===== src/include/takum_defs.svh =====
`ifndef TAKUM_DEFS_SVH
`define TAKUM_DEFS_SVH

// Fixed takum16 words
`define TAKUM_NAR           16'h8000    // Not a real
`define TAKUM_ZERO          16'h0000

// Largest representable |l|, 254.9375 in Q8.16
`define TAKUM_BOUND_FIX     24'hFEF000

// Fraction bits of the fixed-point c + m
`define FRAC_BITS           16

// IEEE 754 single layout
`define FLOAT_EXP_BIAS      127
`define FLOAT_SIGN_BIT      31
`define FLOAT_EXP_MSB       30
`define FLOAT_EXP_LSB       23
`define FLOAT_MAN_MSB       22

// APB register map, byte offsets
`define REG_LOG             4'h0        // Write launches a conversion
`define REG_SIGN            4'h4
`define REG_RESULT          4'h8
`define REG_STATUS          4'hC

`endif


===== src/rtl/takum_pkg.sv =====
`default_nettype none

package takum_pkg;

    // Encoded 16-bit takum
    typedef logic [15:0] takum16_t;

    // Direction bit plus 3-bit regime
    typedef logic [3:0] dr_t;

    // Mantissa bit count p, 4 to 11
    typedef logic [3:0] prec_t;

    typedef logic signed [8:0] char_t;  // Characteristic c, -255..254
    typedef logic [15:0] frac_t;        // Fraction m, unsigned Q0.16

    // Characteristic bias, -255..127
    typedef logic signed [9:0] bias_t;

    typedef logic [31:0] float32_t;     // IEEE 754 single

endpackage

`default_nettype wire


===== src/rtl/apb_pkg.sv =====
`default_nettype none

package apb_pkg;

    // Byte address inside the register window
    typedef logic [3:0] paddr_t;

    // Read and write data word
    typedef logic [31:0] pdata_t;

endpackage

`default_nettype wire


===== src/rtl/takum_log_decode.sv =====
`timescale 1ns/1ps
`default_nettype none
`include "takum_defs.svh"

module takum_log_decode (
    input  wire logic                clk,
    input  wire logic                reset,
    input  wire logic                launch,
    input  wire takum_pkg::float32_t log_value,
    input  wire logic                sign,
    output logic                     s1_valid,
    output logic                     s1_sign,
    output takum_pkg::char_t         s1_c,
    output takum_pkg::frac_t         s1_m,
    output logic                     s1_special,
    output takum_pkg::takum16_t      s1_special_word
);

    logic        sign_f;              // Sign of l
    logic [7:0]  exp_f;
    logic [22:0] man_f;
    logic [23:0] mant24;              // Mantissa with implicit one
    logic [7:0]  exp_shift;           // Right shift into Q8.16
    logic        overflow;            // |l| >= 256
    logic [23:0] mag_fix;             // Truncated |l| in Q8.16
    logic [23:0] mag_clamp;
    logic        negate;
    logic signed [24:0] cpm;          // c + m, signed Q9.16

    assign sign_f = log_value[`FLOAT_SIGN_BIT];
    assign exp_f  = log_value[`FLOAT_EXP_MSB:`FLOAT_EXP_LSB];
    assign man_f  = log_value[`FLOAT_MAN_MSB:0];
    assign mant24 = {1'b1, man_f};

    // Q1.23 mantissa times 2^(e-127) lands in Q8.16 after shifting by 134 - e
    assign exp_shift = 8'(`FLOAT_EXP_BIAS + 23 - `FRAC_BITS) - exp_f;

    always_comb begin
        mag_fix  = '0;
        overflow = 1'b0;
        if (exp_f >= 8'(`FLOAT_EXP_BIAS + 8)) begin
            overflow = 1'b1;          // Also covers inf and NaN
        end else if (exp_f != 8'd0) begin
            mag_fix = mant24 >> exp_shift; // Subnormals stay zero
        end
    end

    // Clamp on magnitude, then sign is applied
    assign mag_clamp = (overflow || (mag_fix > `TAKUM_BOUND_FIX)) ? `TAKUM_BOUND_FIX : mag_fix;

    assign negate = sign_f ^ sign;    // l sign combined with takum sign
    assign cpm    = negate ? -$signed({1'b0, mag_clamp}) : $signed({1'b0, mag_clamp});

    always_ff @(posedge clk) begin
        if (reset) begin
            s1_valid <= 1'b0;
        end else begin
            s1_valid <= launch;
        end
    end

    // Floor is the upper bits of two's complement fixed point
    always_ff @(posedge clk) begin
        s1_sign    <= sign;
        s1_c       <= cpm[`FRAC_BITS+8:`FRAC_BITS];
        s1_m       <= cpm[`FRAC_BITS-1:0];
        s1_special <= &exp_f;         // NaN or either infinity
        // Only -inf maps to zero
        s1_special_word <= (sign_f && (man_f == '0)) ? `TAKUM_ZERO : `TAKUM_NAR;
    end

endmodule

`default_nettype wire


===== src/rtl/takum_regime_select.sv =====
`timescale 1ns/1ps
`default_nettype none

module takum_regime_select (
    input  wire logic                clk,
    input  wire logic                reset,
    input  wire logic                s1_valid,
    input  wire logic                s1_sign,
    input  wire takum_pkg::char_t    s1_c,
    input  wire takum_pkg::frac_t    s1_m,
    input  wire logic                s1_special,
    input  wire takum_pkg::takum16_t s1_special_word,
    output logic                     s2_valid,
    output logic                     s2_sign,
    output takum_pkg::char_t         s2_c,
    output takum_pkg::frac_t         s2_m,
    output logic                     s2_special,
    output takum_pkg::takum16_t      s2_special_word,
    output takum_pkg::dr_t           s2_dr,
    output takum_pkg::prec_t         s2_p,
    output takum_pkg::bias_t         s2_bias
);

    // Lower half 1 - 2^(r+1) with r = 7 - DR, upper half 2^r - 1 with r = DR - 8
    localparam takum_pkg::bias_t BIAS_LUT [16] = '{
        -10'sd255, -10'sd127, -10'sd63, -10'sd31, -10'sd15, -10'sd7, -10'sd3, -10'sd1,
        10'sd0, 10'sd1, 10'sd3, 10'sd7, 10'sd15, 10'sd31, 10'sd63, 10'sd127
    };

    // p = 11 - r
    localparam takum_pkg::prec_t PREC_LUT [16] = '{
        4'd4, 4'd5, 4'd6, 4'd7, 4'd8, 4'd9, 4'd10, 4'd11,
        4'd11, 4'd10, 4'd9, 4'd8, 4'd7, 4'd6, 4'd5, 4'd4
    };

    logic           half_up;          // c >= 0 selects DR 8..15
    takum_pkg::dr_t dr_sel;

    assign half_up = ~s1_c[8];

    // Highest DR in the half whose bias does not exceed c
    always_comb begin
        dr_sel = {half_up, 3'd0};
        for (int i = 1; i < 8; i++) begin
            if (takum_pkg::bias_t'(s1_c) >= BIAS_LUT[{half_up, 3'(i)}]) begin
                dr_sel = {half_up, 3'(i)};
            end
        end
    end

    always_ff @(posedge clk) begin
        if (reset) begin
            s2_valid <= 1'b0;
        end else begin
            s2_valid <= s1_valid;
        end
    end

    always_ff @(posedge clk) begin
        s2_sign         <= s1_sign;
        s2_c            <= s1_c;
        s2_m            <= s1_m;
        s2_special      <= s1_special;
        s2_special_word <= s1_special_word;
        s2_dr           <= dr_sel;
        s2_p            <= PREC_LUT[dr_sel];
        s2_bias         <= BIAS_LUT[dr_sel];
    end

endmodule

`default_nettype wire


===== src/rtl/takum_assemble.sv =====
`timescale 1ns/1ps
`default_nettype none

module takum_assemble (
    input  wire logic                clk,
    input  wire logic                reset,
    input  wire logic                s2_valid,
    input  wire logic                s2_sign,
    input  wire takum_pkg::char_t    s2_c,
    input  wire takum_pkg::frac_t    s2_m,
    input  wire logic                s2_special,
    input  wire takum_pkg::takum16_t s2_special_word,
    input  wire takum_pkg::dr_t      s2_dr,
    input  wire takum_pkg::prec_t    s2_p,
    input  wire takum_pkg::bias_t    s2_bias,
    output logic                     result_valid,
    output takum_pkg::takum16_t      result,
    output logic                     result_special
);

    takum_pkg::bias_t    c_biased;    // c - bias, 0..127
    logic [4:0]          m_shift;
    takum_pkg::frac_t    m_bits;      // Top p bits of m, truncated
    takum_pkg::takum16_t word;

    assign c_biased = takum_pkg::bias_t'(s2_c) - s2_bias;
    assign m_shift  = 5'd16 - {1'b0, s2_p};
    assign m_bits   = s2_m >> m_shift;

    // S | DR | r characteristic bits | p mantissa bits
    assign word = {s2_sign, s2_dr, 11'd0} + (16'(c_biased[6:0]) << s2_p) + m_bits;

    always_ff @(posedge clk) begin
        if (reset) begin
            result_valid <= 1'b0;
        end else begin
            result_valid <= s2_valid;
        end
    end

    always_ff @(posedge clk) begin
        result         <= s2_special ? s2_special_word : word;
        result_special <= s2_special;
    end

endmodule

`default_nettype wire


===== src/rtl/takum_apb_regs.sv =====
`timescale 1ns/1ps
`default_nettype none
`include "takum_defs.svh"

module takum_apb_regs (
    input  wire logic                clk,
    input  wire logic                reset,
    input  wire logic                psel,
    input  wire logic                penable,
    input  wire logic                pwrite,
    input  wire apb_pkg::paddr_t     paddr,
    input  wire apb_pkg::pdata_t     pwdata,
    output apb_pkg::pdata_t          prdata,
    output logic                     pready,
    output logic                     pslverr,
    output logic                     launch,
    output takum_pkg::float32_t      log_value,
    output logic                     sign,
    input  wire logic                busy,
    input  wire logic                result_valid,
    input  wire takum_pkg::takum16_t result,
    input  wire logic                result_special
);

    logic                setup;         // First APB cycle
    logic                access;        // Second APB cycle, transfer completes
    logic                addr_ok;
    logic                wr_en;
    logic                rd_result;     // RESULT read, clears done
    logic                done;
    takum_pkg::takum16_t result_q;
    logic                special_q;
    apb_pkg::pdata_t     rdata_mux;

    assign setup  = psel & ~penable;
    assign access = psel & penable;
    assign wr_en  = access & pwrite;
    assign rd_result = access & ~pwrite & (paddr == `REG_RESULT);

    assign addr_ok = (paddr == `REG_LOG) || (paddr == `REG_SIGN) ||
                     (paddr == `REG_RESULT) || (paddr == `REG_STATUS);

    assign pready  = 1'b1;              // Zero wait states
    assign pslverr = access & ~addr_ok;

    // Conversion starts straight from the bus
    assign launch    = wr_en & (paddr == `REG_LOG);
    assign log_value = pwdata;

    always_ff @(posedge clk) begin
        if (reset) begin
            sign      <= 1'b0;
            result_q  <= '0;
            special_q <= 1'b0;
            done      <= 1'b0;
        end else begin
            if (wr_en && (paddr == `REG_SIGN)) sign <= pwdata[0];
            if (result_valid) begin     // Newest result wins
                result_q  <= result;
                special_q <= result_special;
            end
            if (result_valid) done <= 1'b1;
            else if (rd_result) done <= 1'b0;
        end
    end

    always_comb begin
        case (paddr)
            `REG_SIGN:   rdata_mux = {31'd0, sign};
            `REG_RESULT: rdata_mux = {15'd0, special_q, result_q};
            `REG_STATUS: rdata_mux = {30'd0, busy, done};
            default:     rdata_mux = '0;  // LOG is write-only
        endcase
    end

    // Captured in setup so data is stable for the access cycle
    always_ff @(posedge clk) begin
        if (reset) begin
            prdata <= '0;
        end else if (setup && !pwrite) begin
            prdata <= rdata_mux;
        end
    end

endmodule

`default_nettype wire


===== src/rtl/takum16_encoder.sv =====
`timescale 1ns/1ps
`default_nettype none

module takum16_encoder (
    input  wire logic            clk,
    input  wire logic            reset,
    input  wire logic            psel,
    input  wire logic            penable,
    input  wire logic            pwrite,
    input  wire apb_pkg::paddr_t paddr,
    input  wire apb_pkg::pdata_t pwdata,
    output apb_pkg::pdata_t      prdata,
    output logic                 pready,
    output logic                 pslverr
);

    logic                launch;
    takum_pkg::float32_t log_value;
    logic                sign;
    logic                busy;

    // Stage 1 outputs
    logic                s1_valid;
    logic                s1_sign;
    takum_pkg::char_t    s1_c;
    takum_pkg::frac_t    s1_m;
    logic                s1_special;
    takum_pkg::takum16_t s1_special_word;

    // Stage 2 outputs
    logic                s2_valid;
    logic                s2_sign;
    takum_pkg::char_t    s2_c;
    takum_pkg::frac_t    s2_m;
    logic                s2_special;
    takum_pkg::takum16_t s2_special_word;
    takum_pkg::dr_t      s2_dr;
    takum_pkg::prec_t    s2_p;
    takum_pkg::bias_t    s2_bias;

    // Stage 3 outputs
    logic                result_valid;
    takum_pkg::takum16_t result;
    logic                result_special;

    assign busy = s1_valid | s2_valid | result_valid; // Any conversion in flight

    takum_apb_regs u_regs (
        .clk            (clk),
        .reset          (reset),
        .psel           (psel),
        .penable        (penable),
        .pwrite         (pwrite),
        .paddr          (paddr),
        .pwdata         (pwdata),
        .prdata         (prdata),
        .pready         (pready),
        .pslverr        (pslverr),
        .launch         (launch),
        .log_value      (log_value),
        .sign           (sign),
        .busy           (busy),
        .result_valid   (result_valid),
        .result         (result),
        .result_special (result_special)
    );

    takum_log_decode u_decode (
        .clk             (clk),
        .reset           (reset),
        .launch          (launch),
        .log_value       (log_value),
        .sign            (sign),
        .s1_valid        (s1_valid),
        .s1_sign         (s1_sign),
        .s1_c            (s1_c),
        .s1_m            (s1_m),
        .s1_special      (s1_special),
        .s1_special_word (s1_special_word)
    );

    takum_regime_select u_regime (
        .clk             (clk),
        .reset           (reset),
        .s1_valid        (s1_valid),
        .s1_sign         (s1_sign),
        .s1_c            (s1_c),
        .s1_m            (s1_m),
        .s1_special      (s1_special),
        .s1_special_word (s1_special_word),
        .s2_valid        (s2_valid),
        .s2_sign         (s2_sign),
        .s2_c            (s2_c),
        .s2_m            (s2_m),
        .s2_special      (s2_special),
        .s2_special_word (s2_special_word),
        .s2_dr           (s2_dr),
        .s2_p            (s2_p),
        .s2_bias         (s2_bias)
    );

    takum_assemble u_assemble (
        .clk             (clk),
        .reset           (reset),
        .s2_valid        (s2_valid),
        .s2_sign         (s2_sign),
        .s2_c            (s2_c),
        .s2_m            (s2_m),
        .s2_special      (s2_special),
        .s2_special_word (s2_special_word),
        .s2_dr           (s2_dr),
        .s2_p            (s2_p),
        .s2_bias         (s2_bias),
        .result_valid    (result_valid),
        .result          (result),
        .result_special  (result_special)
    );

endmodule

`default_nettype wire


===== config.mk =====
export PLATFORM = sky130hd
export DESIGN_NAME = takum16_encoder
export DESIGN_NICKNAME = d
export VERILOG_FILES = /design/src/rtl/takum_pkg.sv /design/src/rtl/apb_pkg.sv /design/src/rtl/takum_log_decode.sv /design/src/rtl/takum_regime_select.sv /design/src/rtl/takum_assemble.sv /design/src/rtl/takum_apb_regs.sv /design/src/rtl/takum16_encoder.sv
export VERILOG_INCLUDE_DIRS = /design/src /design/src/include
export SDC_FILE = /design/constraint.sdc
export NUM_CORES = 1
export LEC_CHECK = 0
export ABC_AREA = 1
export BUFFER_PORTS_ARGS = -buffer_cell sky130_fd_sc_hd__buf_2
export CAP_MARGIN = 20
export CORE_ASPECT_RATIO = 0.6
export CORE_MARGIN = 4
export CORE_UTILIZATION = 55
export DETAILED_ROUTE_END_ITERATION = 8
export GPL_ROUTABILITY_DRIVEN = 0
export PLACE_DENSITY = 0.74
export SLEW_MARGIN = 10
export SYNTH_ARGS = -nofsm -noshare
export SYNTH_HDL_FRONTEND = slang
export SYNTH_SLANG_ARGS = --single-unit

===== constraint.sdc =====
create_clock -name clk -period 5.3 [get_ports clk]
set_clock_uncertainty 0.1 [all_clocks]
set_input_delay 1.06 -clock clk [delete_from_list [all_inputs] [get_ports clk]]
set_output_delay 1.06 -clock clk [all_outputs]
set_load 0.1 [all_outputs]

### Yosys cells after proc, flatten, opt, wreduce, memory -nomap -nowiden

Memories as Yosys holds them, arrays and structs flattened. A register that Yosys moved wholly into a read port is not among the register bits.
Cells that the tools add are included.

* equal/unequal tests: 3
* bitwise gates (word level): 22
* magnitude comparators: 16
* shifts and indexed selects: 3
* multiplexer cells: 31
* reductions and logical operators: 13
* $add $sub $neg: 6

Operators by type and width (count)
* 10-bit 2-to-1 mux: 14
* 24-bit 2-to-1 mux: 4
* 9-bit by 10-bit greater-or-equal comparator with 1-bit output: 7
* 17-bit one-hot mux with 3 select lines: 1
* 4-bit inverter with 5-bit output: 8
* 5-bit greater-or-equal comparator (second input constant): 7
* 16-bit adder: 2
* 16-bit 2-to-1 mux: 2
* 24-bit negator with 25-bit output: 1
* 24-bit > comparator (second input constant): 1
* 24-bit by 8-bit >> shifter with 24-bit output: 1
* 23-bit logical NOT: 1
* 16-bit by 4-bit left shift with 16-bit output: 1
* 16-bit by 5-bit >> shifter with 16-bit output: 1
* 3-bit 2-to-1 mux: 4
* 4-bit equality test (second input constant): 2
* 8-bit greater-or-equal comparator (second input constant): 1
* 8-bit AND reduction: 1
* 8-bit nonzero test: 1
* 8-bit subtractor (first input constant): 1
* 1-bit bitwise AND: 7
* 7-bit subtractor: 1
* 5-bit by 4-bit subtractor with 5-bit output (first input constant): 1
* 4-bit by 3-bit equality test with 1-bit output (second input constant): 1
* 10 further kinds: 23

* word-level logic and storage cells: 125
* ROM bits: 1344
* register bits: 159
* bits of input ports: 41
* memories kept: 9

Memory list
* (name not given): depth 16, width 10, read ports 1, clocked after memory_dff 0, wr ports 0, line takum_regime_select.sv:45 `if (takum_pkg::bias_t'(s1_c) >= BIAS_LUT[{half_up, 3'(i)}]) begin`
* (name not given): depth 16, width 10, read ports 1, clocked after memory_dff 0, wr ports 0, line takum_regime_select.sv:45
* (name not given): depth 16, width 10, read ports 1, clocked after memory_dff 0, wr ports 0, line takum_regime_select.sv:45
* (name not given): depth 16, width 10, read ports 1, clocked after memory_dff 0, wr ports 0, line takum_regime_select.sv:45
* (name not given): depth 16, width 10, read ports 1, clocked after memory_dff 0, wr ports 0, line takum_regime_select.sv:45
* (name not given): depth 16, width 10, read ports 1, clocked after memory_dff 1, wr ports 0, line takum_regime_select.sv:67 `s2_bias <= BIAS_LUT[dr_sel];`
* 3 more memories

### Depth between registers and ports, before layout

* depth in word-level cells: 14
* depth in mapped cells: 37
* depth with buffers taken out: 37

### Modules after synthesis

From an unflattened synthesis, not the netlist that was laid out.

* cell total of the unflattened synthesis: 1509
* area total of the unflattened synthesis: 10114.7 um^2

By module, submodules not included
* takum_log_decode: sequential area each 580.6 um^2, instances 1, area each 3717.3 um^2, cells each 659
* takum_assemble: sequential area each 360.3 um^2, instances 1, area each 2763.9 um^2, cells each 452
* takum_apb_regs: sequential area each 720.7 um^2, instances 1, area each 1820.5 um^2, cells each 230
* takum_regime_select: sequential area each 1201.2 um^2, instances 1, area each 1801.7 um^2, cells each 165
* takum16_encoder: sequential area each 0.0 um^2, instances 1, area each 11.3 um^2, cells each 3

### Worst setup path after synthesis

OpenSTA, ideal clock, no wires.

* path kind: in2reg
* start: input port pwdata[23]
* end: register u_decode.s1_c[2]
* path slack: 0.639 ns
* arrival time: 4.452 ns
* stages: 28
* cell sequence: buf_2 -> inv_1 -> clkbuf_1 -> ha_1 -> buf_2 -> clkinv_1 -> clkbuf_1 -> nand3_1 -> nand2_1 -> nand2_1 -> nand3_1 -> nand2_1 -> nand3_1 -> nand2_1 -> nor2_1 -> nand3_4 -> a21oi_4 -> buf_6 -> nand2_1 -> ha_1 -> nand2_1 -> inv_1 -> nand2_1 -> o21ai_1 -> nand2_1 -> nand2_1 -> nand2_1 -> inv_1

* word-level cells in the longest chain between the ends: 9
* elaborated cells between the ends (all ways): 12

RTL lines
* start: declaration: line takum16_encoder.sv:11 `input wire apb_pkg::pdata_t pwdata,`
* 8-bit subtractor: line takum_log_decode.sv:36 `` assign exp_shift = 8'(`FLOAT_EXP_BIAS + 23 - `FRAC_BITS) - exp_f; ``
* 24-bit by 8-bit >> shifter with 24-bit output: line takum_log_decode.sv:44 `mag_fix = mant24 >> exp_shift;`
* 24-bit 2-to-1 mux: line takum_log_decode.sv:43 `end else if (exp_f != 8'd0) begin`
* 24-bit 2-to-1 mux: line takum_log_decode.sv:41 `` if (exp_f >= 8'(`FLOAT_EXP_BIAS + 8)) begin ``
* 24-bit > comparator (no source line)
* 1-bit logical OR: line takum_log_decode.sv:49 `` assign mag_clamp = (overflow || (mag_fix > `TAKUM_BOUND_FIX)) ? `TAKUM_BOUND_FIX : mag_fix; ``
* 24-bit 2-to-1 mux (*): line takum_log_decode.sv:49
* 24-bit negator with 25-bit output: line takum_log_decode.sv:52 `assign cpm = negate ? -$signed({1'b0, mag_clamp}) : $signed({1'b0, mag_clamp});`
* 24-bit 2-to-1 mux (*): line takum_log_decode.sv:52
* via u_decode.cpm[18]: line takum_log_decode.sv:28 `logic signed [24:0] cpm;`
* end signal: assignment: line takum_log_decode.sv:65 `` s1_c <= cpm[`FRAC_BITS+8:`FRAC_BITS]; ``
* end: declaration: line takum_log_decode.sv:13 `output takum_pkg::char_t s1_c,`

The timed path passes the listed nets; every way through them passes the cells marked *.
A chain may end at the register's enable or synchronous reset.

### Final worst setup path

* start: register u_regime.s2_c[0]
* end: register u_assemble.result[13]

* word-level cells in the longest chain between the ends: 5

RTL lines
* start: declaration: line takum_regime_select.sv:15 `output takum_pkg::char_t s2_c,`
* start signal: assignment: line takum_regime_select.sv:61 `s2_c <= s1_c;`
* 7-bit subtractor: line takum_assemble.sv:26 `assign c_biased = takum_pkg::bias_t'(s2_c) - s2_bias;`
* 16-bit by 4-bit left shift with 16-bit output: line takum_assemble.sv:31 `assign word = {s2_sign, s2_dr, 11'd0} + (16'(c_biased[6:0]) << s2_p) + m_bits;`
* 16-bit adder (2 in a row): line takum_assemble.sv:31
* 16-bit 2-to-1 mux: line takum_assemble.sv:42 `result <= s2_special ? s2_special_word : word;`
* end signal: assignment: line takum_assemble.sv:42
* end: declaration: line takum_assemble.sv:17 `output takum_pkg::takum16_t result,`

No other way between the ends.

==> impl_table.tex <==
\begin{tabular}{lr}
\hline
Metric & Value \\
\hline
\multicolumn{2}{l}{\textbf{Status}} \\
\quad Status & finished, final reports clean \\
\multicolumn{2}{l}{\textbf{Route}} \\
\quad Pre-Repair DR Iteration Count & 6 \\
\quad Wirelength, routed & between 20 and 25 mm \\
\quad Vias per inst & between 5 and 6 \\
\quad Vias post-DR & 8846 \\
\quad Number of remaining DRC errors & 0 \\
\quad Routed wire per std cell & between 10 and 15 µm \\
\quad Number of violations reported at the end of detailed-routing iteration 0 & a little under 1k \\
\quad Number of antenna-violating nets in the routed design & 0 \\
\multicolumn{2}{l}{\textbf{Setup path}} \\
\quad Highest cell delay on the worst timing path & 0.49 ns \\
\quad Required time worst endpoint & $\sim$5.5 ns \\
\quad Worst reg-to-reg setup slack & between 0.5 and 0.6 ns \\
\quad CP Launch Type & flip-flop \\
\quad Destination of the worst register-to-register timing path & u\_assemble.result[13] \\
\quad Kind of capture point of the worst setup path & flip-flop \\
\quad Largest fanout of any net on the critical path & 3 \\
\quad Critical path's slowest cell & sky130\_fd\_sc\_hd\_\_fa\_1 \\
\quad Count of buffer and inverter cells on the critical path & 5 \\
\quad R2r startpoint & u\_regime.s2\_c[0] \\
\quad Worst R2R Path Depth & 32 \\
\quad Cell family with most CP delay & adder cells \\
\quad Setup CP Type & flip-flop to flip-flop \\
\quad Data arrival time of the worst path & just under 5 ns \\
\multicolumn{2}{l}{\textbf{Cells and area}} \\
\quad Diodes inserted & 0 \\
\quad Share of post-route cells with drive strength above 1 & 11.5\% \\
\quad Nets & roughly 1.5k \\
\quad Layout overhead on the synthesized area & 11.1\% \\
\quad Finished Cell Area & $\sim$9800 µm² \\
\quad Count of filler cells inserted in the layout & $\sim$1.4k \\
\multicolumn{2}{l}{\textbf{Synth}} \\
\quad Synth async-reset ratio & 0\% \\
\quad Synthesized area & just under 9000 µm² \\
\quad Most numerous cell in the Yosys netlist & sky130\_fd\_sc\_hd\_\_nand2\_1 \\
\quad Unique masters post-synth & 52 \\
\quad Dominant cells by area after synthesis & sky130\_fd\_sc\_hd\_\_dfxtp\_1 28\%, sky130\_fd\_sc\_hd\_\_nand2\_1 16\%, sky130\_fd\_sc\_hd\_\_nand3\_1 8.7\% \\
\quad EDFF count, synth & 0 \\
\quad Post-Synthesis Cells & approximately 1.4k \\
\quad Seq/Total Area, Yosys & between 20\% and 30\% \\
\quad Cell type contributing the most total cell area after synthesis & sky130\_fd\_sc\_hd\_\_dfxtp\_1 \\
\quad Most used flip-flop cell after synthesis & sky130\_fd\_sc\_hd\_\_dfxtp\_1 \\
\quad Synthesized area per cell & around 6.5 µm² \\
\quad Commonest cells in the netlist & 376 x sky130\_fd\_sc\_hd\_\_nand2\_1, 153 x sky130\_fd\_sc\_hd\_\_nand3\_1, 142 x sky130\_fd\_sc\_hd\_\_inv\_1 \\
\quad Area fraction of the dominant cell type after synthesis & between 20\% and 30\% \\
\quad \#FFs+latches synth & between 100 and 150 \\
\quad Synth warnings & 0 \\
\multicolumn{2}{l}{\textbf{Timing}} \\
\quad Number of pins exceeding their max-slew limit in the final report & 0 \\
\quad Final setup viols & 0 \\
\quad Post-route fraction of the period consumed by the critical path & roughly 90\% \\
\quad Sum of negative setup slack & 0 ns \\
\quad Worst Slack Setup Final & 0.536 ns \\
\quad Unrepaired setup endpoints after global routing & no \\
\quad Post-route minimum period & approximately 4.8 ns \\
\quad Hold Violations, Final & 0 \\
\quad Timing-limited maximum frequency & around 210 MHz \\
\quad Transition time of the tightest slew-check pin & roughly 1.0 ns \\
\quad Slew HR & $\sim$33\% \\
\multicolumn{2}{l}{\textbf{Power and ir drop}} \\
\quad Combinational cell fraction of total power & a little under three fifths \\
\quad Switching Fraction & between 40\% and 50\% \\
\quad Leakage power figure & approximately 4.8 nW \\
\quad Flop pwr share & between 20\% and 30\% \\
\quad Reported net switching power & between 2 and 3 mW \\
\quad IR Drop Worst-Case VDD & about 280 µV \\
\quad Internal Dissipation & $\sim$3 mW \\
\quad Power consumption & roughly 5.6 mW \\
\quad Power density over the cells & between 500 and 600 nW/µm² \\
\quad Relative contribution of the clock network to total power & between 20\% and 30\% \\
\multicolumn{2}{l}{\textbf{CTS}} \\
\quad H-tree levels & 4 \\
\quad CTS root buf & sky130\_fd\_sc\_hd\_\_clkbuf\_16 \\
\quad Clock slew seen by the registers of the worst setup and hold paths & around 0.060 ns \\
\quad Post-CTS Hold Buffers & 0 \\
\quad Insertion delay of the later-clocked pin in the worst-skew pair & between 0.4 and 0.5 ns \\
\quad Clock sink count & approximately 130 \\
\quad Clock tree from TritonCTS & yes \\
\quad TritonCTS buffer count & 17 \\
\quad CTS max path bufs & 2 \\
\multicolumn{2}{l}{\textbf{Hold path}} \\
\quad Worst Hold Depth & 0 \\
\quad Worst hold path type & flip-flop to flip-flop \\
\quad Hold EP & u\_regime.s2\_m[9] \\
\quad Hold Startpoint & u\_decode.s1\_m[9] \\
\multicolumn{2}{l}{\textbf{Global routing}} \\
\quad Initial antenna violation count & 0 \\
\quad GR Util All Layers & about a quarter \\
\quad Gr ovfl total & 0 \\
\quad Global-route wire length before repair & around 37 mm \\
\quad Pin count of the biggest net entering global routing & 40 \\
\quad Number of global-route vias before repair & 7385 \\
\multicolumn{2}{l}{\textbf{Run}} \\
\quad MaxCap Viol Count & 0 \\
\multicolumn{2}{l}{\textbf{Place}} \\
\quad Worst setup timing slack at the placement stage & around 0.29 ns \\
\quad Count of port buffers added during placement & between 50 and 60 \\
\quad Area of placed instances & slightly above 9000 µm² \\
\quad Sum of net half-perimeters after detailed placement & 17.2 mm \\
\multicolumn{2}{l}{\textbf{Floorplanning}} \\
\quad Standard-cell rows & 35 \\
\quad Die ar. & roughly 18000 µm² \\
\quad Io pins & 75 \\
\quad Die height & roughly 110 µm \\
\quad Placeable core region & between 15000 and 20000 µm² \\
\quad Overall die width & 171 µm \\
\quad Starting utilization of the core area & a little under three fifths \\
\hline
\end{tabular}
==> how the worst max path moves through the flow <==
stage	startpoint	endpoint	slack (ns)	cells after the start
2_1_floorplan	pwdata[23]	u_decode.s1_c[2]	0.64	28
3_3_place_gp	pwdata[23]	u_decode.s1_m[11]	0.32	24
3_5_place_dp	pwdata[23]	u_decode.s1_c[6]	0.29	28
4_1_cts	u_regime.s2_p[1]	u_assemble.result[13]	0.48	31
5_1_grt	u_regime.s2_bias[2]	u_assemble.result[13]	0.003	37
6_report	u_regime.s2_c[0]	u_assemble.result[13]	0.54	32
==> state kept, by name, summed over array words and instances (netlist names), 4 cells and up <==
name and count:
u_assemble.result 16, u_regime.s2_bias 7, u_regs.result_q 16, u_regime.s2_c 7, u_regime.s2_p 4, u_regs.prdata 17, u_regime.s2_m 16, u_regime.s2_dr 4
u_decode.s1_m 16, u_decode.s1_c 9
==> stage by stage <==
| step | hold slack [ns] | utilization, % | cells |
|---|---|---|---|
| 2_1_floorplan | 0.210 | - | 1373 |
| 3_3_place_gp | 0.211 | 59.0 | 1580 |
| 3_5_place_dp | 0.214 | 59.0 | 1580 |
| 4_1_cts | 0.223 | 62.8 | 1612 |
| 5_1_grt | 0.232 | 63.1 | 1613 |
| 6_report | 0.223 | 63.1 | 1613 |
==> cell usage in the layout (no fill, tap or decap), types with 26 or more instances in the layout <==
cell type                   n
sky130_fd_sc_hd__a21oi_1   77
sky130_fd_sc_hd__buf_2     58
sky130_fd_sc_hd__dfxtp_1  123
sky130_fd_sc_hd__ha_1      43
sky130_fd_sc_hd__inv_1    142
sky130_fd_sc_hd__nand2_1  376
sky130_fd_sc_hd__nand3_1  153
sky130_fd_sc_hd__nand4_1   26
sky130_fd_sc_hd__nor2_1   117
sky130_fd_sc_hd__o21ai_0   61
==> power by group through the flow <==
stage               clock, mW  sequential [mW]  combinational (mW)
floorplan                   0             1.20                2.45
global placement            0             1.24                3.04
detailed placement          0             1.24                3.07
CTS                      1.18             1.22                3.15
global route             1.22             1.25                3.68
finish                   1.16             1.23                3.23
==> layout make-up <==
class | instances | area, µm² | share of cell area, %
tap | 203 | 254 | 2.60
multi-input combinational | 1025 | 5420 | 55.5
sequential | 125 | 2500 | 25.6
clock buffer | 19 | 443 | 4.53
timing repair buffer | 75 | 418 | 4.27
inverter | 153 | 582 | 5.95
clock inverter | 13 | 155 | 1.59
==> per-layer routing <==
metal | global-route usage (%) | vias to the layer above | routed length, µm
met5 | 0 | - | 0
met4 | 4.47 | 0 | 181
met3 | 7.54 | 25 | 2590
met2 | 31.0 | 460 | 8150
met1 | 39.5 | 3884 | 11200
li1 | - | 4477 | -
==> cell families after synthesis <==
group,after synthesis,synth area share (%)
buf+inv,223,11.0
mux,4,0.455
fa+ha+maj,49,7.47
flops,125,28.4
other cells,2,0.0853
xor+xnor,33,3.45
simple gates,741,37.4
compound gates,182,11.8
==> timing repair <==
action	in CTS	in global routing
endpoints found under the setup margin	0	1
resized for setup	0	8
buffers inserted	0	1
Power figures use the tool's default switching activity.
